==> src/verilog/fpPkg.sv <==
// Shared opcode type and IEEE-754 single-precision field widths for the adder
package fpPkg;

    // Requested operation, one bit wide
    typedef enum logic
    {
        fpOpAdd = 1'b0,
        fpOpSub = 1'b1
    } fpOpE;

    // Biased exponent field
    localparam int expWidth = 8;

    // Stored fraction without the hidden bit
    localparam int manWidth = 23;

    // Significand including the hidden 1
    localparam int sigWidth = manWidth + 1;

    // Saturation exponent used on overflow
    localparam int expMax = 255;

endpackage
==> src/verilog/FpAdder.sv <==
// Two-stage pipelined single-precision floating-point add and subtract unit
`timescale 1ns/10ps

module FpAdder import fpPkg::*;
(
    input  logic        clk,
    input  logic        reset,
    input  logic        start,
    input  logic [31:0] opA,
    input  logic [31:0] opB,
    input  fpOpE        op,
    output logic        done,
    output logic [31:0] result
);
    logic [sigWidth-1:0] upBigMantissa;
    logic [sigWidth-1:0] upSmallMantissa;
    logic [expWidth-1:0] upExponent;
    logic                upBigSign;
    logic                upEffSub;
    logic                upGuard;
    logic                upRound;
    logic                upSticky;

    logic                s1Valid;
    logic [sigWidth-1:0] s1BigMantissa;
    logic [sigWidth-1:0] s1SmallMantissa;
    logic [expWidth-1:0] s1Exponent;
    logic                s1BigSign;
    logic                s1EffSub;
    logic                s1Guard;
    logic                s1Round;
    logic                s1Sticky;

    logic [sigWidth-1:0] aluResult;
    logic                aluCarry;
    logic                aluSign;

    logic                normSign;
    logic [expWidth-1:0] normExponent;
    logic [manWidth-1:0] normMantissa;

    Unpack uUnpack
    (
        .opA(opA),
        .opB(opB),
        .op(op),
        .bigMantissa(upBigMantissa),
        .smallMantissa(upSmallMantissa),
        .exponentOut(upExponent),
        .bigSign(upBigSign),
        .smallSign(),
        .effSub(upEffSub),
        .guardBit(upGuard),
        .roundBit(upRound),
        .stickyBit(upSticky)
    );

    // Stage 1 valid
    always_ff @(posedge clk)
    begin
        if (reset)
            s1Valid <= 1'b0;
        else
            s1Valid <= start;
    end

    // Stage 1 payload loaded per accepted operation
    always_ff @(posedge clk)
    begin
        if (start)
        begin
            s1BigMantissa <= upBigMantissa;
            s1SmallMantissa <= upSmallMantissa;
            s1Exponent <= upExponent;
            s1BigSign <= upBigSign;
            s1EffSub <= upEffSub;
            s1Guard <= upGuard;
            s1Round <= upRound;
            s1Sticky <= upSticky;
        end
    end

    MantissaAlu uAlu
    (
        .bigMantissa(s1BigMantissa),
        .smallMantissa(s1SmallMantissa),
        .bigSign(s1BigSign),
        .effSub(s1EffSub),
        .alignedResult(aluResult),
        .carryOut(aluCarry),
        .alignedSign(aluSign)
    );

    Normalize uNormalize
    (
        .alignedResult(aluResult),
        .carryOut(aluCarry),
        .alignedSign(aluSign),
        .guardBit(s1Guard),
        .roundBit(s1Round),
        .stickyBit(s1Sticky),
        .exponentOut(s1Exponent),
        .normalizedSign(normSign),
        .normalizedExponent(normExponent),
        .normalizedMantissa(normMantissa)
    );

    // Output register and done strobe
    always_ff @(posedge clk)
    begin
        if (reset)
        begin
            done <= 1'b0;
            result <= '0;
        end
        else
        begin
            done <= s1Valid;
            if (s1Valid)
                result <= {normSign, normExponent, normMantissa};
        end
    end

endmodule

==> src/verilog/Normalize.sv <==
// Result normalizer with overflow clamp and round to nearest even
`timescale 1ns/10ps

module Normalize import fpPkg::*;
(
    input  logic [sigWidth-1:0] alignedResult,
    input  logic                carryOut,
    input  logic                alignedSign,
    input  logic                guardBit,
    input  logic                roundBit,
    input  logic                stickyBit,
    input  logic [expWidth-1:0] exponentOut,
    output logic                normalizedSign,
    output logic [expWidth-1:0] normalizedExponent,
    output logic [manWidth-1:0] normalizedMantissa
);
    logic [4:0]          zeroCount;
    logic [sigWidth+2:0] work;
    logic [expWidth:0]   expWork;
    logic [expWidth:0]   expBumped;
    logic                overflow;
    logic                roundUp;
    logic [manWidth:0]   roundedMantissa;

    // Leading zeros of the 24-bit significand, 24 when all clear
    function automatic logic [4:0] countZeros(input logic [sigWidth-1:0] value);
        logic [4:0] count;
        int         i;
        count = 5'(sigWidth);
        for (i = 0; i < sigWidth; i++)
        begin
            if (value[i])
                count = 5'(sigWidth - 1 - i);
        end
        return count;
    endfunction

    assign zeroCount = countZeros(alignedResult);

    // Significand followed by guard, round and sticky
    always_comb
    begin
        if (carryOut)
        begin
            // Shift right by one, the dropped LSB becomes guard
            work = {carryOut, alignedResult, guardBit, roundBit | stickyBit};
            expWork = {1'b0, exponentOut} + 1'b1;
            overflow = (expWork >= expMax);
        end
        else
        begin
            work = {alignedResult, guardBit, roundBit, stickyBit} << zeroCount;
            overflow = 1'b0;
            // Underflow clamps at 0 and leaves the shifted fraction
            if ({1'b0, exponentOut} > {4'b0, zeroCount})
                expWork = {1'b0, exponentOut} - {4'b0, zeroCount};
            else
                expWork = '0;
        end
    end

    // Up when guard is set and round, sticky or LSB is set
    assign roundUp = work[2] & (work[1] | work[0] | work[3]);
    assign roundedMantissa = {1'b0, work[manWidth+2:3]} + roundUp;
    assign expBumped = expWork + 1'b1;

    always_comb
    begin
        normalizedSign = alignedSign;
        if (!carryOut && alignedResult == '0)
        begin
            normalizedExponent = '0;
            normalizedMantissa = '0;
        end
        else if (overflow)
        begin
            normalizedExponent = expWidth'(expMax);
            normalizedMantissa = '0;
        end
        else if (roundedMantissa[manWidth])
        begin
            // Rounding carried out of the fraction
            normalizedMantissa = '0;
            if (expBumped >= expMax)
                normalizedExponent = expWidth'(expMax);
            else
                normalizedExponent = expBumped[expWidth-1:0];
        end
        else
        begin
            normalizedExponent = expWork[expWidth-1:0];
            normalizedMantissa = roundedMantissa[manWidth-1:0];
        end
    end

endmodule

==> src/verilog/MantissaAlu.sv <==
// Significand adder and subtractor for the aligned operands
`timescale 1ns/10ps

module MantissaAlu import fpPkg::*;
(
    input  logic [sigWidth-1:0] bigMantissa,
    input  logic [sigWidth-1:0] smallMantissa,
    input  logic                bigSign,
    input  logic                effSub,
    output logic [sigWidth-1:0] alignedResult,
    output logic                carryOut,
    output logic                alignedSign
);
    logic [sigWidth:0] sum;
    logic              exactZero;

    // One extra bit holds the carry of an addition
    always_comb
    begin
        if (effSub)
            sum = {1'b0, bigMantissa} - {1'b0, smallMantissa};
        else
            sum = {1'b0, bigMantissa} + {1'b0, smallMantissa};
    end

    // Operand ordering keeps the difference non-negative,
    // so the top bit is only ever set by an addition
    assign carryOut = sum[sigWidth];
    assign alignedResult = sum[sigWidth-1:0];

    assign exactZero = (sum == '0);

    // Cancellation yields +0
    always_comb
    begin
        if (effSub && exactZero)
            alignedSign = 1'b0;
        else
            alignedSign = bigSign;
    end

endmodule

==> src/verilog/Unpack.sv <==
// Operand unpack stage that orders the operands by magnitude and aligns the smaller one
`timescale 1ns/10ps

module Unpack import fpPkg::*;
(
    input  logic [31:0]         opA,
    input  logic [31:0]         opB,
    input  fpOpE                op,
    output logic [sigWidth-1:0] bigMantissa,
    output logic [sigWidth-1:0] smallMantissa,
    output logic [expWidth-1:0] exponentOut,
    output logic                bigSign,
    output logic                smallSign,
    output logic                effSub,
    output logic                guardBit,
    output logic                roundBit,
    output logic                stickyBit
);
    logic [expWidth-1:0]     expA;
    logic [expWidth-1:0]     expB;
    logic [sigWidth-1:0]     sigA;
    logic [sigWidth-1:0]     sigB;
    logic                    signA;
    logic                    signB;
    logic                    aIsBig;
    logic [expWidth-1:0]     smallExp;
    logic [sigWidth-1:0]     smallSig;
    logic [expWidth-1:0]     expDiff;
    logic [2*sigWidth-1:0]   alignExt;

    // Field split, subnormals flushed to a zero significand
    assign expA = opA[manWidth +: expWidth];
    assign expB = opB[manWidth +: expWidth];
    assign sigA = (expA == '0) ? '0 : {1'b1, opA[manWidth-1:0]};
    assign sigB = (expB == '0) ? '0 : {1'b1, opB[manWidth-1:0]};
    assign signA = opA[expWidth+manWidth];

    // B is the subtrahend
    assign signB = opB[expWidth+manWidth] ^ (op == fpOpSub);

    // Exponent and significand compared as one magnitude
    assign aIsBig = {expA, sigA} >= {expB, sigB};

    always_comb
    begin
        if (aIsBig)
        begin
            exponentOut = expA;
            bigMantissa = sigA;
            bigSign = signA;
            smallExp = expB;
            smallSig = sigB;
            smallSign = signB;
        end
        else
        begin
            exponentOut = expB;
            bigMantissa = sigB;
            bigSign = signB;
            smallExp = expA;
            smallSig = sigA;
            smallSign = signA;
        end
    end

    assign effSub = signA ^ signB;
    assign expDiff = exponentOut - smallExp;

    // Lower half of the extension catches the bits shifted out
    assign alignExt = {smallSig, {sigWidth{1'b0}}} >> expDiff;

    assign smallMantissa = alignExt[2*sigWidth-1 -: sigWidth];
    assign guardBit = alignExt[sigWidth-1];
    assign roundBit = alignExt[sigWidth-2];

    // Beyond the extension everything lands in sticky
    always_comb
    begin
        if (expDiff >= expWidth'(2 * sigWidth))
            stickyBit = |smallSig;
        else
            stickyBit = |alignExt[sigWidth-3:0];
    end

endmodule

==> config.mk <==
export PLATFORM = sky130hd
export DESIGN_NAME = FpAdder
export DESIGN_NICKNAME = d
export VERILOG_FILES = /design/src/verilog/fpPkg.sv /design/src/verilog/FpAdder.sv /design/src/verilog/Normalize.sv /design/src/verilog/MantissaAlu.sv /design/src/verilog/Unpack.sv
export SDC_FILE = /design/constraint.sdc
export NUM_CORES = 1
export LEC_CHECK = 0
export BUFFER_PORTS_ARGS = -buffer_cell sky130_fd_sc_hd__buf_2
export CELL_PAD_IN_SITES_DETAIL_PLACEMENT = 2
export CELL_PAD_IN_SITES_GLOBAL_PLACEMENT = 2
export CORE_MARGIN = 5
export CORE_UTILIZATION = 40
export CTS_BUF_LIST = sky130_fd_sc_hd__clkbuf_16
export CTS_CLUSTER_SIZE = 40
export DETAILED_ROUTE_END_ITERATION = 7
export PLACE_DENSITY = 0.94
export SETUP_SLACK_MARGIN = 0.4
export SKIP_LAST_GASP = 1
export SLEW_MARGIN = 20
export SYNTH_ARGS = -nofsm -noshare
export SYNTH_HDL_FRONTEND = slang
export SYNTH_HIERARCHICAL = 1
export SYNTH_SLANG_ARGS = --single-unit
==> constraint.sdc <==
create_clock -name clk -period 21.5 [get_ports clk]
set_clock_uncertainty 0.15 [all_clocks]
set_input_delay 1.075 -clock clk [delete_from_list [all_inputs] [get_ports clk]]
set_output_delay 1.075 -clock clk [all_outputs]
set_load 0.1 [all_outputs]
# Word-level counts from Yosys, hierarchy flattened
# Index checks and enable logic that the tools add are counted.
# W data, S select, Z words.
# word_totals
mem_bits_ro,0
out_inout_bits,33
register_bits,95
memories,0
ram_bits,0
elab_cells,85
latchBits,0
# op_classes
order_cmp,5
bitwise,6
shift,2
multipliers,0
n_div,0
n_mux,45
addsub,7
n_eq_ne,0
reduce_logical,9
# ops
cell,n
$mux W24,4
$mux W5,16
$mux W23,3
$mux W8,6
$shr A48 B8 Y48,1
$ge A32 B32 Y1,1
$mux W4,8
$shl A27 B5 Y26,1
$mux W26,1
$add A24 B24 Y25,1
$logic_not A25 Y1,1
$mux W25,1
$sub A24 B24 Y25,1
$add A23 B1 Y24,1
$logic_not A24 Y1,1
$reduce_or A24 Y1,1
$reduce_or A22 Y1,1
$ge A9 B8 Y1 const B,2
$mux W9,2
$logic_not A8 Y1,2
$add A8 B1 Y9 const B,1
$add A9 B1 Y9 const B,1
$sub A8 B5 Y9,1
$ge A8 B6 Y1 const B,1
other kinds (8),15

# Longest topological paths before layout
# logic_depth
ltp_word,35
mapped_depth,39
ltp_nobuf,36

# Modules after synthesis
# Netlist, hierarchy kept.
# by_module_without_submodules
mod,seq_area_each_um2,cells_per_inst,area_each_um2,n_inst
Unpack,0.0,643,4307.9,1
Normalize,0.0,618,4038.9,1
FpAdder,2512.4,169,3054.2,1
MantissaAlu,0.0,327,2149.6,1

# Least setup slack after synthesis
# No wires, ideal clock.
# synth_timing
path_kind,reg-to-reg
from,reg s1SmallMantissa[4]
to,reg result[26]
stages_incl_launch_ff,36
t_required_ns,21.222
path_buffers,3
t_arrival_ns,7.615
path_slack_ns,13.607
cell_sequence,edfxtp_1 > or4_1 > nor4_1 > and3b_1 > and2_1 > a21oi_1 > xnor2_1 > ha_1 > and3_1 > and2_1 > a221o_1 > and2_1 > a221oi_1 > clkbuf_1 > nor2_1 > o31ai_1 > a311o_1 > nand2_2 > inv_2 > buf_2 > buf_1 > ha_1 > nor2b_1 > o31a_1 > nor3_1 > o21ai_0 > a31oi_1 > nor2_1 > nand2_1 > nor2_1 > a21oi_1 > o41ai_1 > nor3_1 > a211oi_1 > mux2i_1 > nor2_1
# synth_lines
item,line,source
from (decl),FpAdder.sv:26,logic [sigWidth-1:0] s1SmallMantissa;
from (signal assigned),FpAdder.sv:73,s1SmallMantissa <= upSmallMantissa;
$add A24 B24 Y25 / $sub A24 B24 Y25 (equally long branches),"MantissaAlu.sv:23, MantissaAlu.sv:21",
$mux W25 *,MantissaAlu.sv:20,if (effSub)
named net aluResult[23],FpAdder.sv:34,logic [sigWidth-1:0] aluResult;
$mux W5,Normalize.sv:32,if (value[i])
"$sub A8 B5 Y9, or another cell as far along",Normalize.sv:56,"expWork = {1'b0, exponentOut} - {4'b0, zeroCount};"
$mux W9 / $mux W26 (equally long branches),"Normalize.sv:55, Normalize.sv:43",
$mux W9 / $or A1 B1 Y1 (equally long branches),"Normalize.sv:43, Normalize.sv:63",
$add A9 B1 Y9 / $or A1 B1 Y1 (equally long branches),"Normalize.sv:65, Normalize.sv:63",
$ge A9 B8 Y1 / $and A1 B1 Y1 (equally long branches),"Normalize.sv:84, Normalize.sv:63",
$mux W8 / $add A23 B1 Y24 (equally long branches),"Normalize.sv:84, Normalize.sv:64",
$mux W8,Normalize.sv:80,else if (roundedMantissa[manWidth])
$mux W8,Normalize.sv:75,else if (overflow)
$mux W8 *,Normalize.sv:70,if (!carryOut && alignedResult == '0)
named net normExponent[3],FpAdder.sv:39,logic [expWidth-1:0] normExponent;
to (signal assigned),FpAdder.sv:120,"result <= {normSign, normExponent, normMantissa};"
to (decl),FpAdder.sv:13,output logic [31:0] result
# Mark *: on every way through the listed nets, which the timed path passes. The rest lies on a longest branch.
# A chain may end at the register's enable or synchronous reset.

# Worst setup path in the final report
# layout_timing
from,reg s1SmallMantissa[2]
to,reg result[26]
# layout_lines
item,line
$add A24 B24 Y25 / $sub A24 B24 Y25 (equally long branches),"MantissaAlu.sv:23, MantissaAlu.sv:21"
$mux W25 *,MantissaAlu.sv:20
named net aluResult[18],FpAdder.sv:34
$mux W5 (6 in a row),Normalize.sv:32
"$sub A8 B5 Y9, or another cell as far along",Normalize.sv:56
$mux W9 / $mux W26 (equally long branches),"Normalize.sv:55, Normalize.sv:43"
$mux W9 / $or A1 B1 Y1 (equally long branches),"Normalize.sv:43, Normalize.sv:63"
$add A9 B1 Y9 / $or A1 B1 Y1 (equally long branches),"Normalize.sv:65, Normalize.sv:63"
$ge A9 B8 Y1 / $and A1 B1 Y1 (equally long branches),"Normalize.sv:84, Normalize.sv:63"
$mux W8 / $add A23 B1 Y24 (equally long branches),"Normalize.sv:84, Normalize.sv:64"
$mux W8,Normalize.sv:80
$mux W8,Normalize.sv:75
$mux W8 *,Normalize.sv:70
named net normExponent[3],FpAdder.sv:39
# Marks and branches as above.

==> impl_metrics.tcl <==
set metrics [dict create \
    setup_viol 0 \
    cts-root-buf "clkbuf_16" \
    clk_pin_slew_ps 80 \
    synth_cells 1755 \
    syn2layout_area_growth_pct 6.32 \
    max-clock-path-buffers 2 \
    powerDensity_mw_per_mm2 162 \
    ant_nets 0 \
    rsz0062_at_grt "no" \
    dp_hpwl_um 48200 \
    max_stage_delay_ps 920 \
    layout_setup_ws_ps 9780 \
    drt_iter0_drc 1546 \
    ys_warn_count 6 \
    cts_buffers 9 \
    worst_path_max_delay_cell "a31oi_1" \
    end_kind "register" \
    report.final.slew_viol_count 0 \
    worstHoldStart "result[7]$_SDFFE_PP0P_" \
    clkLatencyLatePin_ps 370 \
    leakagePower_nw 5.80 \
    ir_drop_mv 0.0811 \
    cp-start-kind "register" \
    crit_type "reg -> reg" \
    portBuffers 100 \
    status "finished clean" \
    synth_area_per_cell_um2 7.72 \
    hold_viol 0 \
    synth_area_mm2 0.0135 \
    cp.required_ps 21570 \
    startpoint "s1SmallMantissa[2]$_DFFE_PP_" \
    grt_use_total 0.339 \
    grt_max_degree 75 \
    dieWidth_um 194 \
    cap_violations 0 \
    grt_pass1_wl_um 103000 \
    cts_resized 0 \
    post-route-min-period_ps 11720 \
    grt.overflow.total 0 \
    hold_buffers 0 \
    nets 1902 \
    firstDrtPassIters 6 \
    start_util 0.405 \
    synth_fp_nets 1893 \
    min_period_over_period 0.545 \
    path_max_fanout 35 \
    ff2ff_setup_slack_ps 9780 \
    power_w 0.00233 \
    drive_gt1_frac 0.136 \
    row_count 67 \
    gp_congestion 0.975 \
    vias_per_cell 7.03 \
    antenna_found_initial 3 \
    worst_pin_slew_ps 1120 \
    n_antenna_cell 0 \
    fmax_mhz 85.3 \
    r2r_start "s1SmallMantissa[2]$_DFFE_PP_" \
    r2r-end "result[26]$_SDFFE_PP0P_" \
    reg2reg_depth 33 \
    htree_levels 3 \
    die_y_um 194 \
    die-area_mm2 0.0376 \
    slew_headroom 0.254 \
    grt_pass1_vias 16800 \
    clock_sinks 95 \
    placeableCoreArea_mm2 0.0334 \
    totalWireLength_um 66700 \
    drc 0 \
    crit_path_frequent_cell "nor2_1" \
    tritoncts "done" \
    tns_ps 0 \
    vias 15600 \
    stdcell_count 2217 \
    dp_slack_ps 10770 \
    drt-wirelength-per-cell_um 30.1 \
    ios 101 \
    nFillCells 3759 \
    critPathArrivalTime_ps 11790 \
    hp-class "reg -> reg" \
    cts_setup_buffers 0 \
    endpoint "result[26]$_SDFFE_PP0P_" \
    dpl.cell_count 2201 \
]
==> power breakdown <==
part | switching [W] | leakage [nW] | internal [W]
logic | 0.00132 | 4.77 | 0.000570
clock network | 0.0000847 | 0.161 | 0.0000982
registers | 0.0000315 | 0.868 | 0.000229
total | 0.00143 | 5.80 | 0.000898
==> metrics by stage <==
stage                      util  cell area (µm²)  hold WS, ps
after floorplan               -            13500          471
after global placement    0.421            14100          316
after detailed placement  0.421            14100          335
after CTS                 0.430            14400          355
after global routing      0.430            14400          390
final                     0.430            14400          347
==> how the worst min path moves through the flow <==
stage,end,slack [ps],depth (start not counted)
2_1_floorplan,result[0]$_SDFFE_PP0P_,470,3
3_3_place_gp,result[31]$_SDFFE_PP0P_,320,2
3_5_place_dp,result[7]$_SDFFE_PP0P_,340,2
4_1_cts,result[7]$_SDFFE_PP0P_,360,2
5_1_grt,result[19]$_SDFFE_PP0P_,390,2
6_report,result[7]$_SDFFE_PP0P_,350,2
==> critical path: cells and delay by family, from the launching register on <==
kind	cells	cell delay [ps]
AND/OR/NAND/NOR	16	4350
AO/OA/AOI/OAI	11	4140
adder cells (fa/ha/maj)	2	900
buffers and inverters	1	770
multiplexers	2	580
flip-flops	1	480
XOR/XNOR	1	170
==> final cells by class <==
class	count	area (µm²)	area share
multi-input cells	1472	10100	0.702
flip-flops and latches	95	2510	0.175
repair buffers	119	643	0.0447
well taps	448	561	0.0389
inverters	67	254	0.0176
clock buffers	10	250	0.0174
clock inverters	6	63.8	0.00443
==> state kept, by name, summed over array words and instances, names as in the netlist <==
signal,cells
done,1
s1Valid,1
s1Round,1
s1EffSub,1
s1BigMantissa,24
s1Exponent,8
result,32
s1BigSign,1
s1Sticky,1
s1Guard,1
s1SmallMantissa,24
==> placed cells by master (no fill, tap or decap), types with 10 or more instances in the layout <==
master and count:
nand2b_1 12, nor2b_1 21, nand2_1 182, o21ai_0 98, or3_1 12, mux2_2 33, dfxtp_1 33, o31ai_1 10
o211ai_1 20, xnor2_1 51, and2_1 28, mux4_2 10, inv_1 61, nor3_1 75, edfxtp_1 61, a21o_1 20
nand3_1 40, o21a_1 12, clkbuf_16 10, nor4_1 26, a31oi_1 20, nand4_1 12, and3_1 22, mux2i_1 110
buf_2 100, xor2_1 13, a211oi_1 39, a21oi_1 101, ha_1 67, nor2_1 190, o22ai_1 18, buf_4 19
==> layer usage <==
metal	vias up	track usage	wire length [µm]
met2	906	0.589	32400
met1	7786	0.410	25900
met5	-	0	33
met4	6	0.160	3640
li1	6571	-	-
met3	306	0.0537	4810
Note: power is estimated with default switching activity, not from simulation.
